File: src/vdp_cmd_consts.svh
`ifndef VDP_CMD_CONSTS_SVH
`define VDP_CMD_CONSTS_SVH

// Command codes, upper nibble of R46
`define VDP_CMD_HMMV  4'b1100
`define VDP_CMD_LMMV  4'b1000
`define VDP_CMD_PSET  4'b0101
`define VDP_CMD_POINT 4'b0100
`define VDP_CMD_STOP  4'b0000

// Logic operations, R46 bits 2:0
`define VDP_LOP_IMP 3'b000
`define VDP_LOP_AND 3'b001
`define VDP_LOP_OR  3'b010
`define VDP_LOP_XOR 3'b011
`define VDP_LOP_NOT 3'b100

// Register numbers relative to R32
`define VDP_REG_SX_L 4'h0
`define VDP_REG_SX_H 4'h1
`define VDP_REG_SY_L 4'h2
`define VDP_REG_SY_H 4'h3
`define VDP_REG_DX_L 4'h4
`define VDP_REG_DX_H 4'h5
`define VDP_REG_DY_L 4'h6
`define VDP_REG_DY_H 4'h7
`define VDP_REG_NX_L 4'h8
`define VDP_REG_NX_H 4'h9
`define VDP_REG_NY_L 4'hA
`define VDP_REG_NY_H 4'hB
`define VDP_REG_CLR  4'hC
`define VDP_REG_ARG  4'hD
`define VDP_REG_CMR  4'hE

`define VDP_X_W    10
`define VDP_Y_W    10
`define VDP_ADDR_W 17

// Pixel width masks per packing
`define VDP_MASK_BPP4 8'h0F
`define VDP_MASK_BPP2 8'h03

// x[9:8] pattern of the right edge, 256 and 512 pixel modes
`define VDP_EDGE_LO 2'b01
`define VDP_EDGE_HI 2'b10

`endif

File: src/vdp_cmd_pkg.sv
`default_nettype none

package vdp_cmd_pkg;

  typedef enum logic [3:0] {
    IDLE,
    CHK_LOOP,
    RD_VRAM,
    WAIT_RD_VRAM,
    PRE_RD_VRAM,
    WAIT_PRE_RD_VRAM,
    WR_VRAM,
    WAIT_WR_VRAM,
    EXEC_END
  } cmd_state_e;

  // One VRAM byte, lower x sits in the higher bits
  typedef union packed {
    logic [7:0]      whole;  // G7
    logic [1:0][3:0] p4;     // G4, G6
    logic [3:0][1:0] p2;     // G5
  } vram_byte_u;

  // Pixel packing of the active bitmap mode
  typedef enum logic [1:0] {
    BPP8,
    BPP4,
    BPP2
  } pix_mode_e;

endpackage

`default_nettype wire

File: src/vdp_cmd_regs_if.sv
`default_nettype none
`timescale 1ns/10ps
`include "vdp_cmd_consts.svh"

interface vdp_cmd_regs_if;
  logic [`VDP_X_W-1:0] sx;
  logic [`VDP_Y_W-1:0] sy;
  logic [`VDP_X_W-1:0] dx;
  logic [`VDP_Y_W-1:0] dy;
  logic [`VDP_X_W-1:0] nx;
  logic [`VDP_Y_W-1:0] ny;
  logic                dix;
  logic                diy;
  logic [2:0]          lop;
  logic                timp;
  logic [3:0]          cmd;
  logic [7:0]          clr;
  logic                start;     // Held until accept
  logic                accept;
  logic                clr_load;  // POINT result back into clr
  logic [7:0]          clr_data;

  modport regs (
    output sx, sy, dx, dy, nx, ny, dix, diy, lop, timp, cmd, clr, start,
    input  accept, clr_load, clr_data
  );

  modport engine (
    input  sx, sy, dx, dy, nx, ny, dix, diy, cmd, start,
    output accept, clr_load, clr_data
  );
endinterface

`default_nettype wire

File: src/vdp_cmd_regs.sv
`default_nettype none
`timescale 1ns/10ps
`include "vdp_cmd_consts.svh"

module vdp_cmd_regs (
  input  logic        reset,
  input  logic        clk,
  input  logic        reg_wr_req,
  input  logic [3:0]  reg_num,
  input  logic [7:0]  reg_data,
  input  logic        cmd_enable,
  output logic        reg_wr_ack,
  vdp_cmd_regs_if.regs cmd_if
);

  logic [7:0] cmr;  // R46

  assign cmd_if.cmd  = cmr[7:4];
  assign cmd_if.timp = cmr[3];
  assign cmd_if.lop  = cmr[2:0];

  // reset is the clock and clk the async reset on this core
  always_ff @(posedge reset or posedge clk) begin
    if (clk) begin
      reg_wr_ack   <= 1'b0;
      cmd_if.start <= 1'b0;
      cmr          <= '0;
      cmd_if.sx    <= '0;
      cmd_if.sy    <= '0;
      cmd_if.dx    <= '0;
      cmd_if.dy    <= '0;
      cmd_if.nx    <= '0;
      cmd_if.ny    <= '0;
      cmd_if.dix   <= 1'b0;
      cmd_if.diy   <= 1'b0;
      cmd_if.clr   <= '0;
    end else begin
      if (cmd_if.accept)
        cmd_if.start <= 1'b0;
      if (cmd_if.clr_load)
        cmd_if.clr <= cmd_if.clr_data;  // POINT result

      // One pending CPU write per clock
      if (reg_wr_req != reg_wr_ack) begin
        reg_wr_ack <= ~reg_wr_ack;
        case (reg_num)
          `VDP_REG_SX_L: cmd_if.sx[7:0] <= reg_data;
          `VDP_REG_SX_H: cmd_if.sx[`VDP_X_W-1:8] <= reg_data[`VDP_X_W-9:0];
          `VDP_REG_SY_L: cmd_if.sy[7:0] <= reg_data;
          `VDP_REG_SY_H: cmd_if.sy[`VDP_Y_W-1:8] <= reg_data[`VDP_Y_W-9:0];
          `VDP_REG_DX_L: cmd_if.dx[7:0] <= reg_data;
          `VDP_REG_DX_H: cmd_if.dx[`VDP_X_W-1:8] <= reg_data[`VDP_X_W-9:0];
          `VDP_REG_DY_L: cmd_if.dy[7:0] <= reg_data;
          `VDP_REG_DY_H: cmd_if.dy[`VDP_Y_W-1:8] <= reg_data[`VDP_Y_W-9:0];
          `VDP_REG_NX_L: cmd_if.nx[7:0] <= reg_data;
          `VDP_REG_NX_H: cmd_if.nx[`VDP_X_W-1:8] <= reg_data[`VDP_X_W-9:0];
          `VDP_REG_NY_L: cmd_if.ny[7:0] <= reg_data;
          `VDP_REG_NY_H: cmd_if.ny[`VDP_Y_W-1:8] <= reg_data[`VDP_Y_W-9:0];
          `VDP_REG_CLR:  cmd_if.clr <= reg_data;
          `VDP_REG_ARG: begin
            cmd_if.dix <= reg_data[2];
            cmd_if.diy <= reg_data[3];
          end
          `VDP_REG_CMR: begin
            // New command, also aborts a running one
            cmr          <= reg_data;
            cmd_if.start <= cmd_enable;
          end
          default: ;
        endcase
      end
    end
  end

endmodule

`default_nettype wire

File: src/vdp_pixel_alu.sv
`default_nettype none
`timescale 1ns/10ps
`include "vdp_cmd_consts.svh"

module vdp_pixel_alu (
  input  vdp_cmd_pkg::pix_mode_e  mode,
  input  logic [1:0]              x_low,
  input  logic                    byte_cmd,
  input  logic [2:0]              lop,
  input  logic                    timp,
  input  logic [7:0]              src_color,
  input  vdp_cmd_pkg::vram_byte_u rd_byte,
  output logic [7:0]              rd_point,
  output logic [7:0]              wr_byte
);

  logic [7:0]              col_mask;
  logic [7:0]              src_m;
  logic [7:0]              lop_res;
  vdp_cmd_pkg::vram_byte_u merged;

  // Addressed pixel out of the byte
  always_comb begin
    case (mode)
      vdp_cmd_pkg::BPP4: rd_point = {4'h0, rd_byte.p4[~x_low[0]]};
      vdp_cmd_pkg::BPP2: rd_point = {6'h00, rd_byte.p2[~x_low]};
      default:           rd_point = rd_byte.whole;
    endcase
  end

  always_comb begin
    if (byte_cmd)
      col_mask = 8'hFF;  // Whole byte moves
    else if (mode == vdp_cmd_pkg::BPP4)
      col_mask = `VDP_MASK_BPP4;
    else if (mode == vdp_cmd_pkg::BPP2)
      col_mask = `VDP_MASK_BPP2;
    else
      col_mask = 8'hFF;
  end

  assign src_m = src_color & col_mask;

  always_comb begin
    if (timp && src_m == 8'h00) begin
      lop_res = rd_point;  // Transparent, keep destination
    end else begin
      case (lop)
        `VDP_LOP_IMP: lop_res = src_m;
        `VDP_LOP_AND: lop_res = src_m & rd_point;
        `VDP_LOP_OR:  lop_res = src_m | rd_point;
        `VDP_LOP_XOR: lop_res = src_m ^ rd_point;
        `VDP_LOP_NOT: lop_res = ~src_m & col_mask;
        default:      lop_res = rd_point;
      endcase
    end
  end

  // Result pixel back into its slot, neighbours untouched
  always_comb begin
    merged = rd_byte;
    case (mode)
      vdp_cmd_pkg::BPP4: merged.p4[~x_low[0]] = lop_res[3:0];
      vdp_cmd_pkg::BPP2: merged.p2[~x_low] = lop_res[1:0];
      default:           merged.whole = lop_res;
    endcase
  end

  assign wr_byte = byte_cmd ? src_m : merged.whole;

endmodule

`default_nettype wire

File: src/vdp_cmd_engine.sv
`default_nettype none
`timescale 1ns/10ps
`include "vdp_cmd_consts.svh"

module vdp_cmd_engine (
  input  logic                   reset,
  input  logic                   clk,
  input  logic                   stall,
  input  vdp_cmd_pkg::pix_mode_e mode,
  input  logic                   high_res,  // G5 or G6, 512 pixel rows
  vdp_cmd_regs_if.engine         cmd_if,
  output logic                   vram_rd_req,
  input  logic                   vram_rd_ack,
  output logic                   vram_wr_req,
  input  logic                   vram_wr_ack,
  output logic [`VDP_ADDR_W-1:0] vram_addr,
  output logic [7:0]             vram_wr_data,
  output logic                   ce,
  input  logic [7:0]             rd_point,
  input  logic [7:0]             wr_byte,
  output logic [1:0]             x_low,
  output logic                   byte_cmd
);

  vdp_cmd_pkg::cmd_state_e state;

  logic [`VDP_X_W-1:0] dx_tmp;
  logic [`VDP_X_W-1:0] nx_tmp;
  logic [`VDP_Y_W-1:0] dy_tmp;
  logic [`VDP_Y_W-1:0] ny_tmp;
  logic [`VDP_X_W-1:0] acc_x;     // Address of the current access
  logic [`VDP_Y_W-1:0] acc_y;
  logic [1:0]          pix_x_low;
  logic                first_pass;
  logic [`VDP_X_W-1:0] nx_count;
  logic [`VDP_X_W-1:0] x_mag;
  logic [`VDP_X_W-1:0] x_step;
  logic [`VDP_Y_W-1:0] y_step;
  logic [1:0]          edge_mask;
  logic                fill_cmd;
  logic                nx_loop_end;
  logic                ny_loop_end;
  logic                rd_done;
  logic                wr_done;
  logic                vram_idle;

  assign byte_cmd  = cmd_if.cmd[3:2] == 2'b11;
  assign fill_cmd  = cmd_if.cmd == `VDP_CMD_HMMV || cmd_if.cmd == `VDP_CMD_LMMV;
  assign rd_done   = vram_rd_req == vram_rd_ack;
  assign wr_done   = vram_wr_req == vram_wr_ack;
  assign vram_idle = rd_done && wr_done;
  assign x_low     = pix_x_low;

  // Byte commands count and step in bytes
  always_comb begin
    if (byte_cmd && mode == vdp_cmd_pkg::BPP4) begin
      nx_count = cmd_if.nx >> 1;
      x_mag    = `VDP_X_W'(2);
    end else if (byte_cmd && mode == vdp_cmd_pkg::BPP2) begin
      nx_count = cmd_if.nx >> 2;
      x_mag    = `VDP_X_W'(4);
    end else begin
      nx_count = cmd_if.nx;
      x_mag    = `VDP_X_W'(1);
    end
  end

  assign x_step = cmd_if.dix ? -x_mag : x_mag;
  assign y_step = cmd_if.diy ? '1 : `VDP_Y_W'(1);

  assign edge_mask   = high_res ? `VDP_EDGE_HI : `VDP_EDGE_LO;
  assign nx_loop_end = fill_cmd ?
                       (nx_tmp == '0 || (dx_tmp[`VDP_X_W-1:8] & edge_mask) == edge_mask) :
                       1'b1;
  assign ny_loop_end = ny_tmp == `VDP_Y_W'(1) || (cmd_if.diy && dy_tmp == '0);

  always_comb begin
    case (mode)
      vdp_cmd_pkg::BPP2: vram_addr = {acc_y[9:0], acc_x[8:2]};  // G5
      vdp_cmd_pkg::BPP4: vram_addr = high_res ? {acc_y[8:0], acc_x[8:1]}   // G6
                                              : {acc_y[9:0], acc_x[7:1]};  // G4
      default:           vram_addr = {acc_y[8:0], acc_x[7:0]};  // G7
    endcase
  end

  assign cmd_if.accept   = state == vdp_cmd_pkg::IDLE && cmd_if.start && !stall;
  assign cmd_if.clr_load = state == vdp_cmd_pkg::WAIT_RD_VRAM && rd_done &&
                           !cmd_if.start && !stall;
  assign cmd_if.clr_data = rd_point;

  always_ff @(posedge reset or posedge clk) begin
    if (clk) begin
      state        <= vdp_cmd_pkg::IDLE;
      ce           <= 1'b0;
      vram_rd_req  <= 1'b0;
      vram_wr_req  <= 1'b0;
      first_pass   <= 1'b0;
      dx_tmp       <= '0;
      nx_tmp       <= '0;
      dy_tmp       <= '0;
      ny_tmp       <= '0;
      acc_x        <= '0;
      acc_y        <= '0;
      pix_x_low    <= '0;
      vram_wr_data <= '0;
    end else if (!stall) begin
      if (cmd_if.start && state != vdp_cmd_pkg::IDLE) begin
        state <= vdp_cmd_pkg::IDLE;  // Abort by R46 write
        ce    <= 1'b0;
      end else begin
        case (state)
          vdp_cmd_pkg::IDLE: begin
            if (cmd_if.start) begin
              ce         <= 1'b1;
              dx_tmp     <= cmd_if.dx;
              dy_tmp     <= cmd_if.dy;
              nx_tmp     <= nx_count;
              ny_tmp     <= cmd_if.ny;
              first_pass <= 1'b1;
              state      <= vdp_cmd_pkg::CHK_LOOP;
            end
          end
          vdp_cmd_pkg::CHK_LOOP: begin
            first_pass <= 1'b0;
            if (!first_pass && nx_loop_end && ny_loop_end) begin
              state <= vdp_cmd_pkg::EXEC_END;
            end else begin
              case (cmd_if.cmd)
                `VDP_CMD_HMMV:               state <= vdp_cmd_pkg::WR_VRAM;
                `VDP_CMD_LMMV, `VDP_CMD_PSET: state <= vdp_cmd_pkg::PRE_RD_VRAM;
                `VDP_CMD_POINT:              state <= vdp_cmd_pkg::RD_VRAM;
                `VDP_CMD_STOP:               state <= vdp_cmd_pkg::EXEC_END;
                default:                     state <= vdp_cmd_pkg::EXEC_END;
              endcase
            end
            // Next row
            if (!first_pass && nx_loop_end) begin
              nx_tmp <= nx_count;
              dx_tmp <= cmd_if.dx;
              ny_tmp <= ny_tmp - 1'b1;
              dy_tmp <= dy_tmp + y_step;
            end
          end
          vdp_cmd_pkg::RD_VRAM: begin
            if (vram_idle) begin
              acc_x       <= cmd_if.sx;
              acc_y       <= cmd_if.sy;
              pix_x_low   <= cmd_if.sx[1:0];
              vram_rd_req <= ~vram_rd_ack;
              state       <= vdp_cmd_pkg::WAIT_RD_VRAM;
            end
          end
          vdp_cmd_pkg::WAIT_RD_VRAM: begin
            if (rd_done)
              state <= vdp_cmd_pkg::EXEC_END;  // clr_load fires here
          end
          vdp_cmd_pkg::PRE_RD_VRAM: begin
            if (vram_idle) begin
              acc_x       <= dx_tmp;
              acc_y       <= dy_tmp;
              pix_x_low   <= dx_tmp[1:0];
              vram_rd_req <= ~vram_rd_ack;
              state       <= vdp_cmd_pkg::WAIT_PRE_RD_VRAM;
            end
          end
          vdp_cmd_pkg::WAIT_PRE_RD_VRAM: begin
            if (rd_done) begin
              vram_wr_data <= wr_byte;  // Merged destination byte
              state        <= vdp_cmd_pkg::WR_VRAM;
            end
          end
          vdp_cmd_pkg::WR_VRAM: begin
            if (vram_idle) begin
              acc_x <= dx_tmp;
              acc_y <= dy_tmp;
              if (byte_cmd)
                vram_wr_data <= wr_byte;
              vram_wr_req <= ~vram_wr_ack;
              state       <= vdp_cmd_pkg::WAIT_WR_VRAM;
            end
          end
          vdp_cmd_pkg::WAIT_WR_VRAM: begin
            if (wr_done) begin
              if (cmd_if.cmd == `VDP_CMD_PSET) begin
                state <= vdp_cmd_pkg::EXEC_END;
              end else begin
                dx_tmp <= dx_tmp + x_step;
                nx_tmp <= nx_tmp - 1'b1;
                state  <= vdp_cmd_pkg::CHK_LOOP;
              end
            end
          end
          vdp_cmd_pkg::EXEC_END: begin
            ce    <= 1'b0;
            state <= vdp_cmd_pkg::IDLE;
          end
          default: state <= vdp_cmd_pkg::IDLE;
        endcase
      end
    end
  end

endmodule

`default_nettype wire

File: src/vdp_cmd_top.sv
`default_nettype none
`timescale 1ns/10ps
`include "vdp_cmd_consts.svh"

module vdp_cmd_top (
  input  logic                   reset,
  input  logic                   clk,
  input  logic                   mode_graphic_4,
  input  logic                   mode_graphic_5,
  input  logic                   mode_graphic_6,
  input  logic                   mode_graphic_7,
  input  logic                   reg_wr_req,
  input  logic [3:0]             reg_num,
  input  logic [7:0]             reg_data,
  output logic                   reg_wr_ack,
  output logic                   vram_rd_req,
  input  logic                   vram_rd_ack,
  input  logic [7:0]             vram_rd_data,
  output logic                   vram_wr_req,
  input  logic                   vram_wr_ack,
  output logic [7:0]             vram_wr_data,
  output logic [`VDP_ADDR_W-1:0] vram_addr,
  output logic [7:0]             clr,
  output logic                   ce,
  output logic [3:0]             current_command
);

  vdp_cmd_regs_if cmd_if ();

  vdp_cmd_pkg::pix_mode_e  mode;
  vdp_cmd_pkg::vram_byte_u rd_byte;
  logic                    cmd_enable;
  logic                    high_res;
  logic                    stall;
  logic [7:0]              rd_point;
  logic [7:0]              wr_byte;
  logic [1:0]              x_low;
  logic                    byte_cmd;

  assign cmd_enable = mode_graphic_4 | mode_graphic_5 | mode_graphic_6 | mode_graphic_7;
  assign high_res   = mode_graphic_5 | mode_graphic_6;
  assign stall      = reg_wr_req != reg_wr_ack;  // CPU writes go first

  always_comb begin
    if (mode_graphic_5)
      mode = vdp_cmd_pkg::BPP2;
    else if (mode_graphic_4 || mode_graphic_6)
      mode = vdp_cmd_pkg::BPP4;
    else
      mode = vdp_cmd_pkg::BPP8;
  end

  assign rd_byte         = vram_rd_data;
  assign clr             = cmd_if.clr;
  assign current_command = cmd_if.cmd;

  vdp_cmd_regs u_regs (
    .reset      (reset),
    .clk        (clk),
    .reg_wr_req (reg_wr_req),
    .reg_num    (reg_num),
    .reg_data   (reg_data),
    .cmd_enable (cmd_enable),
    .reg_wr_ack (reg_wr_ack),
    .cmd_if     (cmd_if.regs)
  );

  vdp_cmd_engine u_engine (
    .reset        (reset),
    .clk          (clk),
    .stall        (stall),
    .mode         (mode),
    .high_res     (high_res),
    .cmd_if       (cmd_if.engine),
    .vram_rd_req  (vram_rd_req),
    .vram_rd_ack  (vram_rd_ack),
    .vram_wr_req  (vram_wr_req),
    .vram_wr_ack  (vram_wr_ack),
    .vram_addr    (vram_addr),
    .vram_wr_data (vram_wr_data),
    .ce           (ce),
    .rd_point     (rd_point),
    .wr_byte      (wr_byte),
    .x_low        (x_low),
    .byte_cmd     (byte_cmd)
  );

  vdp_pixel_alu u_alu (
    .mode      (mode),
    .x_low     (x_low),
    .byte_cmd  (byte_cmd),
    .lop       (cmd_if.lop),
    .timp      (cmd_if.timp),
    .src_color (cmd_if.clr),
    .rd_byte   (rd_byte),
    .rd_point  (rd_point),
    .wr_byte   (wr_byte)
  );

endmodule

`default_nettype wire

File: config.mk
export PLATFORM = sky130hd
export DESIGN_NAME = vdp_cmd_top
export DESIGN_NICKNAME = d
export VERILOG_FILES = /design/src/vdp_cmd_pkg.sv /design/src/vdp_cmd_regs_if.sv /design/src/vdp_cmd_regs.sv /design/src/vdp_pixel_alu.sv /design/src/vdp_cmd_engine.sv /design/src/vdp_cmd_top.sv
export VERILOG_INCLUDE_DIRS = /design/src
export SDC_FILE = /design/constraint.sdc
export NUM_CORES = 1
export LEC_CHECK = 0
export ABC_AREA = 1
export BUFFER_PORTS_ARGS = -buffer_cell sky130_fd_sc_hd__buf_2
export CAP_MARGIN = 20
export CORE_ASPECT_RATIO = 1.5
export CORE_MARGIN = 3
export CORE_UTILIZATION = 50
export DETAILED_ROUTE_END_ITERATION = 6
export PLACE_DENSITY = 0.65
export SYNTH_ARGS = -nofsm -noshare
export SYNTH_HDL_FRONTEND = slang
export SYNTH_SLANG_ARGS = --single-unit
export TNS_END_PERCENT = 5
File: constraint.sdc
create_clock -name reset -period 6.1 [get_ports reset]
set_clock_uncertainty 0.15 [all_clocks]
set_input_delay 1.22 -clock reset [delete_from_list [all_inputs] [get_ports reset]]
set_output_delay 1.22 -clock reset [all_outputs]
set_load 0.02 [all_outputs]
==> reports/results.txt <==
Die Y - 175 um
Worst Hold Slack - 0.335 ns
Max frequency - 242 MHz
Hold endpoint - u_regs.cmd_if.sx[5]$_DFFE_PP0P_
Total track usage - 26.9%
Pwr dens - 480 mW/mm^2
Sequential power share - 34.3%
RSZ-0062 raised after global routing - no
Worst hold start - u_regs.cmd_if.sx[5]$_DFFE_PP0P_
# hold bufs at CTS - 0
Worst-Skew Late Latency - 0.43 ns
Synth Register Bits - 156
Post-route ant nets - 0
Clk sinks - 156
Routed len/inst - 17.2 um
Vias in the first global route - 8355
Drt initial violations - 653
Combinational share of power - 44.6%
Clk slew on worst S/H paths - 0.06 ns
Avg Cell Area, Syn - 7.49 sq um
Final Non-Filler Cells - 1582
Worst setup startpoint - mode_graphic_5
Crit Path Category - primary input to output port
Leakage power - 0.00513 uW
Synth-to-Final Area Change - 11.4%
Outcome - complete, no violations
CTS Buf Count - 17
Final WS setup - 1.97 ns
First-pass GRT wire length - 44200 um
Setup bufs post-CTS - 0
Cells after synthesis - 1267
Post-layout nets - 1379
GRT overflow - 0
Min-delay worst type - flop to flop
Router iterations before antenna repair - 6
Row cnt - 61
Setup-failing EPs final - 0
Sequential area share after synthesis - 41.1%
Total of max-cap violations - 0
Io pins - 70
CTS HTree Levels - 4
R2R cell count - 14
Fillers - 1884
Max FO, Critical Path - 16
Vias - 8718
Yosys cell types - 50
Reported net switching power - 2280 uW
Area fraction of the dominant cell type after synthesis - 41.1%
Initial Utilization - 51.0%
Final Cycle Share - 67.7%
Leading post-synthesis cells by cell area - dfrtp_1 41%, nand2_1 12%, o21ai_0 8.8%
Die Wd - 119 um
Crit start category - primary input
DP Worst Slack - 1.66 ns
Resized Gates After CTS - 0
Clock network power share - 21.0%
CTS tree - yes
WP data required - 4.73 ns
Fin. Hold Viols - 0
Placer Congestion - 0.967
Worst r2r dst - u_engine.dx_tmp[9]$_DFFE_PP0P_
Footprint of the multi-input gates - 0.00481 sq mm
DRC viols - 0
Worst slew pin tran - 1.01 ns
Via density - 5.51
Min cycle time layout - 4.13 ns
Int Pwr - 2800 uW
Top_reg_cell synth - dfrtp_1
Crit end category - output port
Routed WL - 27200 um
Peak supply drop - 0.000214 V
Biggest area consumer among synthesized cells - dfrtp_1
Final setup TNS - 0 ns
Async set-or-reset flop fraction in the synthesized netlist - 100%
Hold path cells - 2
Post-synth EDFFs - 0
Tot Pwr - 5080 uW
Critical Path AT - 2.76 ns
Fin. max-slew vios - 0
Max Root-Sink Buffers - 2
Cell Area, Synth - 0.00950 sq mm
Yosys warning count - 0
R2R Setup Slk - 2.74 ns
Syn_nets - 1329
Reg2reg start - u_regs.cmr[7]$_DFFE_PP0P_
Die area - 0.0207 sq mm
Post-DP HPWL - 20000 um
Seq. cell area - 0.00390 sq mm
Sw Share - 44.9%
Clock Tree Root - clkbuf_16
Core area - 0.0186 sq mm
Antenna Cells - 0
Largest net degree at the start of global routing - 117
Fraction of layout cells with a size suffix above 1 - 11.1%
PortBufs - 69
Rel. slew slack - 32.6%
Initial antenna violation count - 0
Placed insts - 1549
## worst max-delay path by stage
stage | slack, ns | end
floorplan | 0.52 | u_engine.acc_x[0]$_DFFE_PP0P_
global placement | 1.70 | u_engine.dx_tmp[6]$_DFFE_PP0P_
detailed placement | 1.66 | u_engine.dx_tmp[8]$_DFFE_PP0P_
CTS | 1.99 | vram_addr[7]
global route | 1.80 | u_engine.dx_tmp[8]$_DFFE_PP0P_
finish | 1.97 | vram_addr[7]
## cell usage in the layout (no fill, tap or decap), drive strengths merged, types with 31 or more instances in the layout
cell type,netlist,routed
nand3,54,54
nand2,312,312
buf,17,72
o211ai,32,32
inv,144,148
nor2,125,125
dfrtp,156,156
a21oi,73,73
o21ai,178,178
ha,31,31
## through the flow
step           area (sq um)  util (%)
2_1_floorplan          9500         -
3_3_place_gp           9960      53.5
3_5_place_dp           9960      53.5
4_1_cts               10500      56.6
5_1_grt               10600      56.8
6_report              10600      56.8
## registers in the layout, indices dropped and copies added, names as in the netlist, 2 cells and up
register,count
u_regs.cmd_if.nx,10
u_regs.cmd_if.dy,10
u_engine.state,4
u_engine.dx_tmp,10
u_engine.acc_x,9
u_regs.cmd_if.ny,10
u_engine.vram_wr_data,8
u_engine.acc_y,10
u_regs.cmd_if.sy,10
u_regs.cmd_if.clr,8
u_engine.x_low,2
u_engine.ny_tmp,10
u_engine.dy_tmp,10
u_regs.cmr,8
u_regs.cmd_if.sx,9
u_regs.cmd_if.dx,10
u_engine.nx_tmp,10
## synth_stat cells, types with 11 or more instances
cell type / n
o21ai_1: 11
nand3_1: 54
nand2_1: 302
nor2_1: 118
o211ai_1: 31
a31oi_1: 14
inv_1: 133
clkbuf_1: 24
nand4_1: 13
xnor2_1: 13
o21ai_0: 167
o22ai_1: 11
dfrtp_1: 156
a21oi_1: 73
ha_1: 31
## worst max-delay path, cell delays in order
cell	delay (ns)
buf_2	0.26
inv_2	0.20
nand2_2	0.28
inv_1	0.24
a221oi_1	0.31
buf_2	0.23
## layer usage
metal	global-route usage (%)	routed length (um)	vias up
met2	47.3	13900	234
met3	3.63	967	69
met1	32.4	11200	4062
met5	0	0	-
met4	12.6	1140	0
li1	-	-	4353
## area by class of cell
type | count | share of cell area (%)
timing repair buffer | 72 | 3.67
clock inverter | 15 | 1.54
clock buffer | 17 | 4.02
multi-input combinational | 923 | 45.5
sequential | 156 | 36.9
tap | 252 | 2.98
inverter | 147 | 5.36
## cells by family after synthesis
kind of cell,count (synthesis),share of synthesized area [%]
simple gates,520,22.9
compound gates,349,21.3
buf+inv,188,8.20
flops,156,41.1
fa+ha+maj,33,4.51
xor+xnor,21,1.94
## power groups by stage
stage               combinational (uW)  sequential, uW  clock, uW
floorplan                         1680            1730          0
global placement                  2230            1750          0
detailed placement                2260            1750          0
CTS                               2270            1740       1090
global route                      2570            1790       1130
finish                            2270            1740       1070
Power figures use the tool's default switching activity.
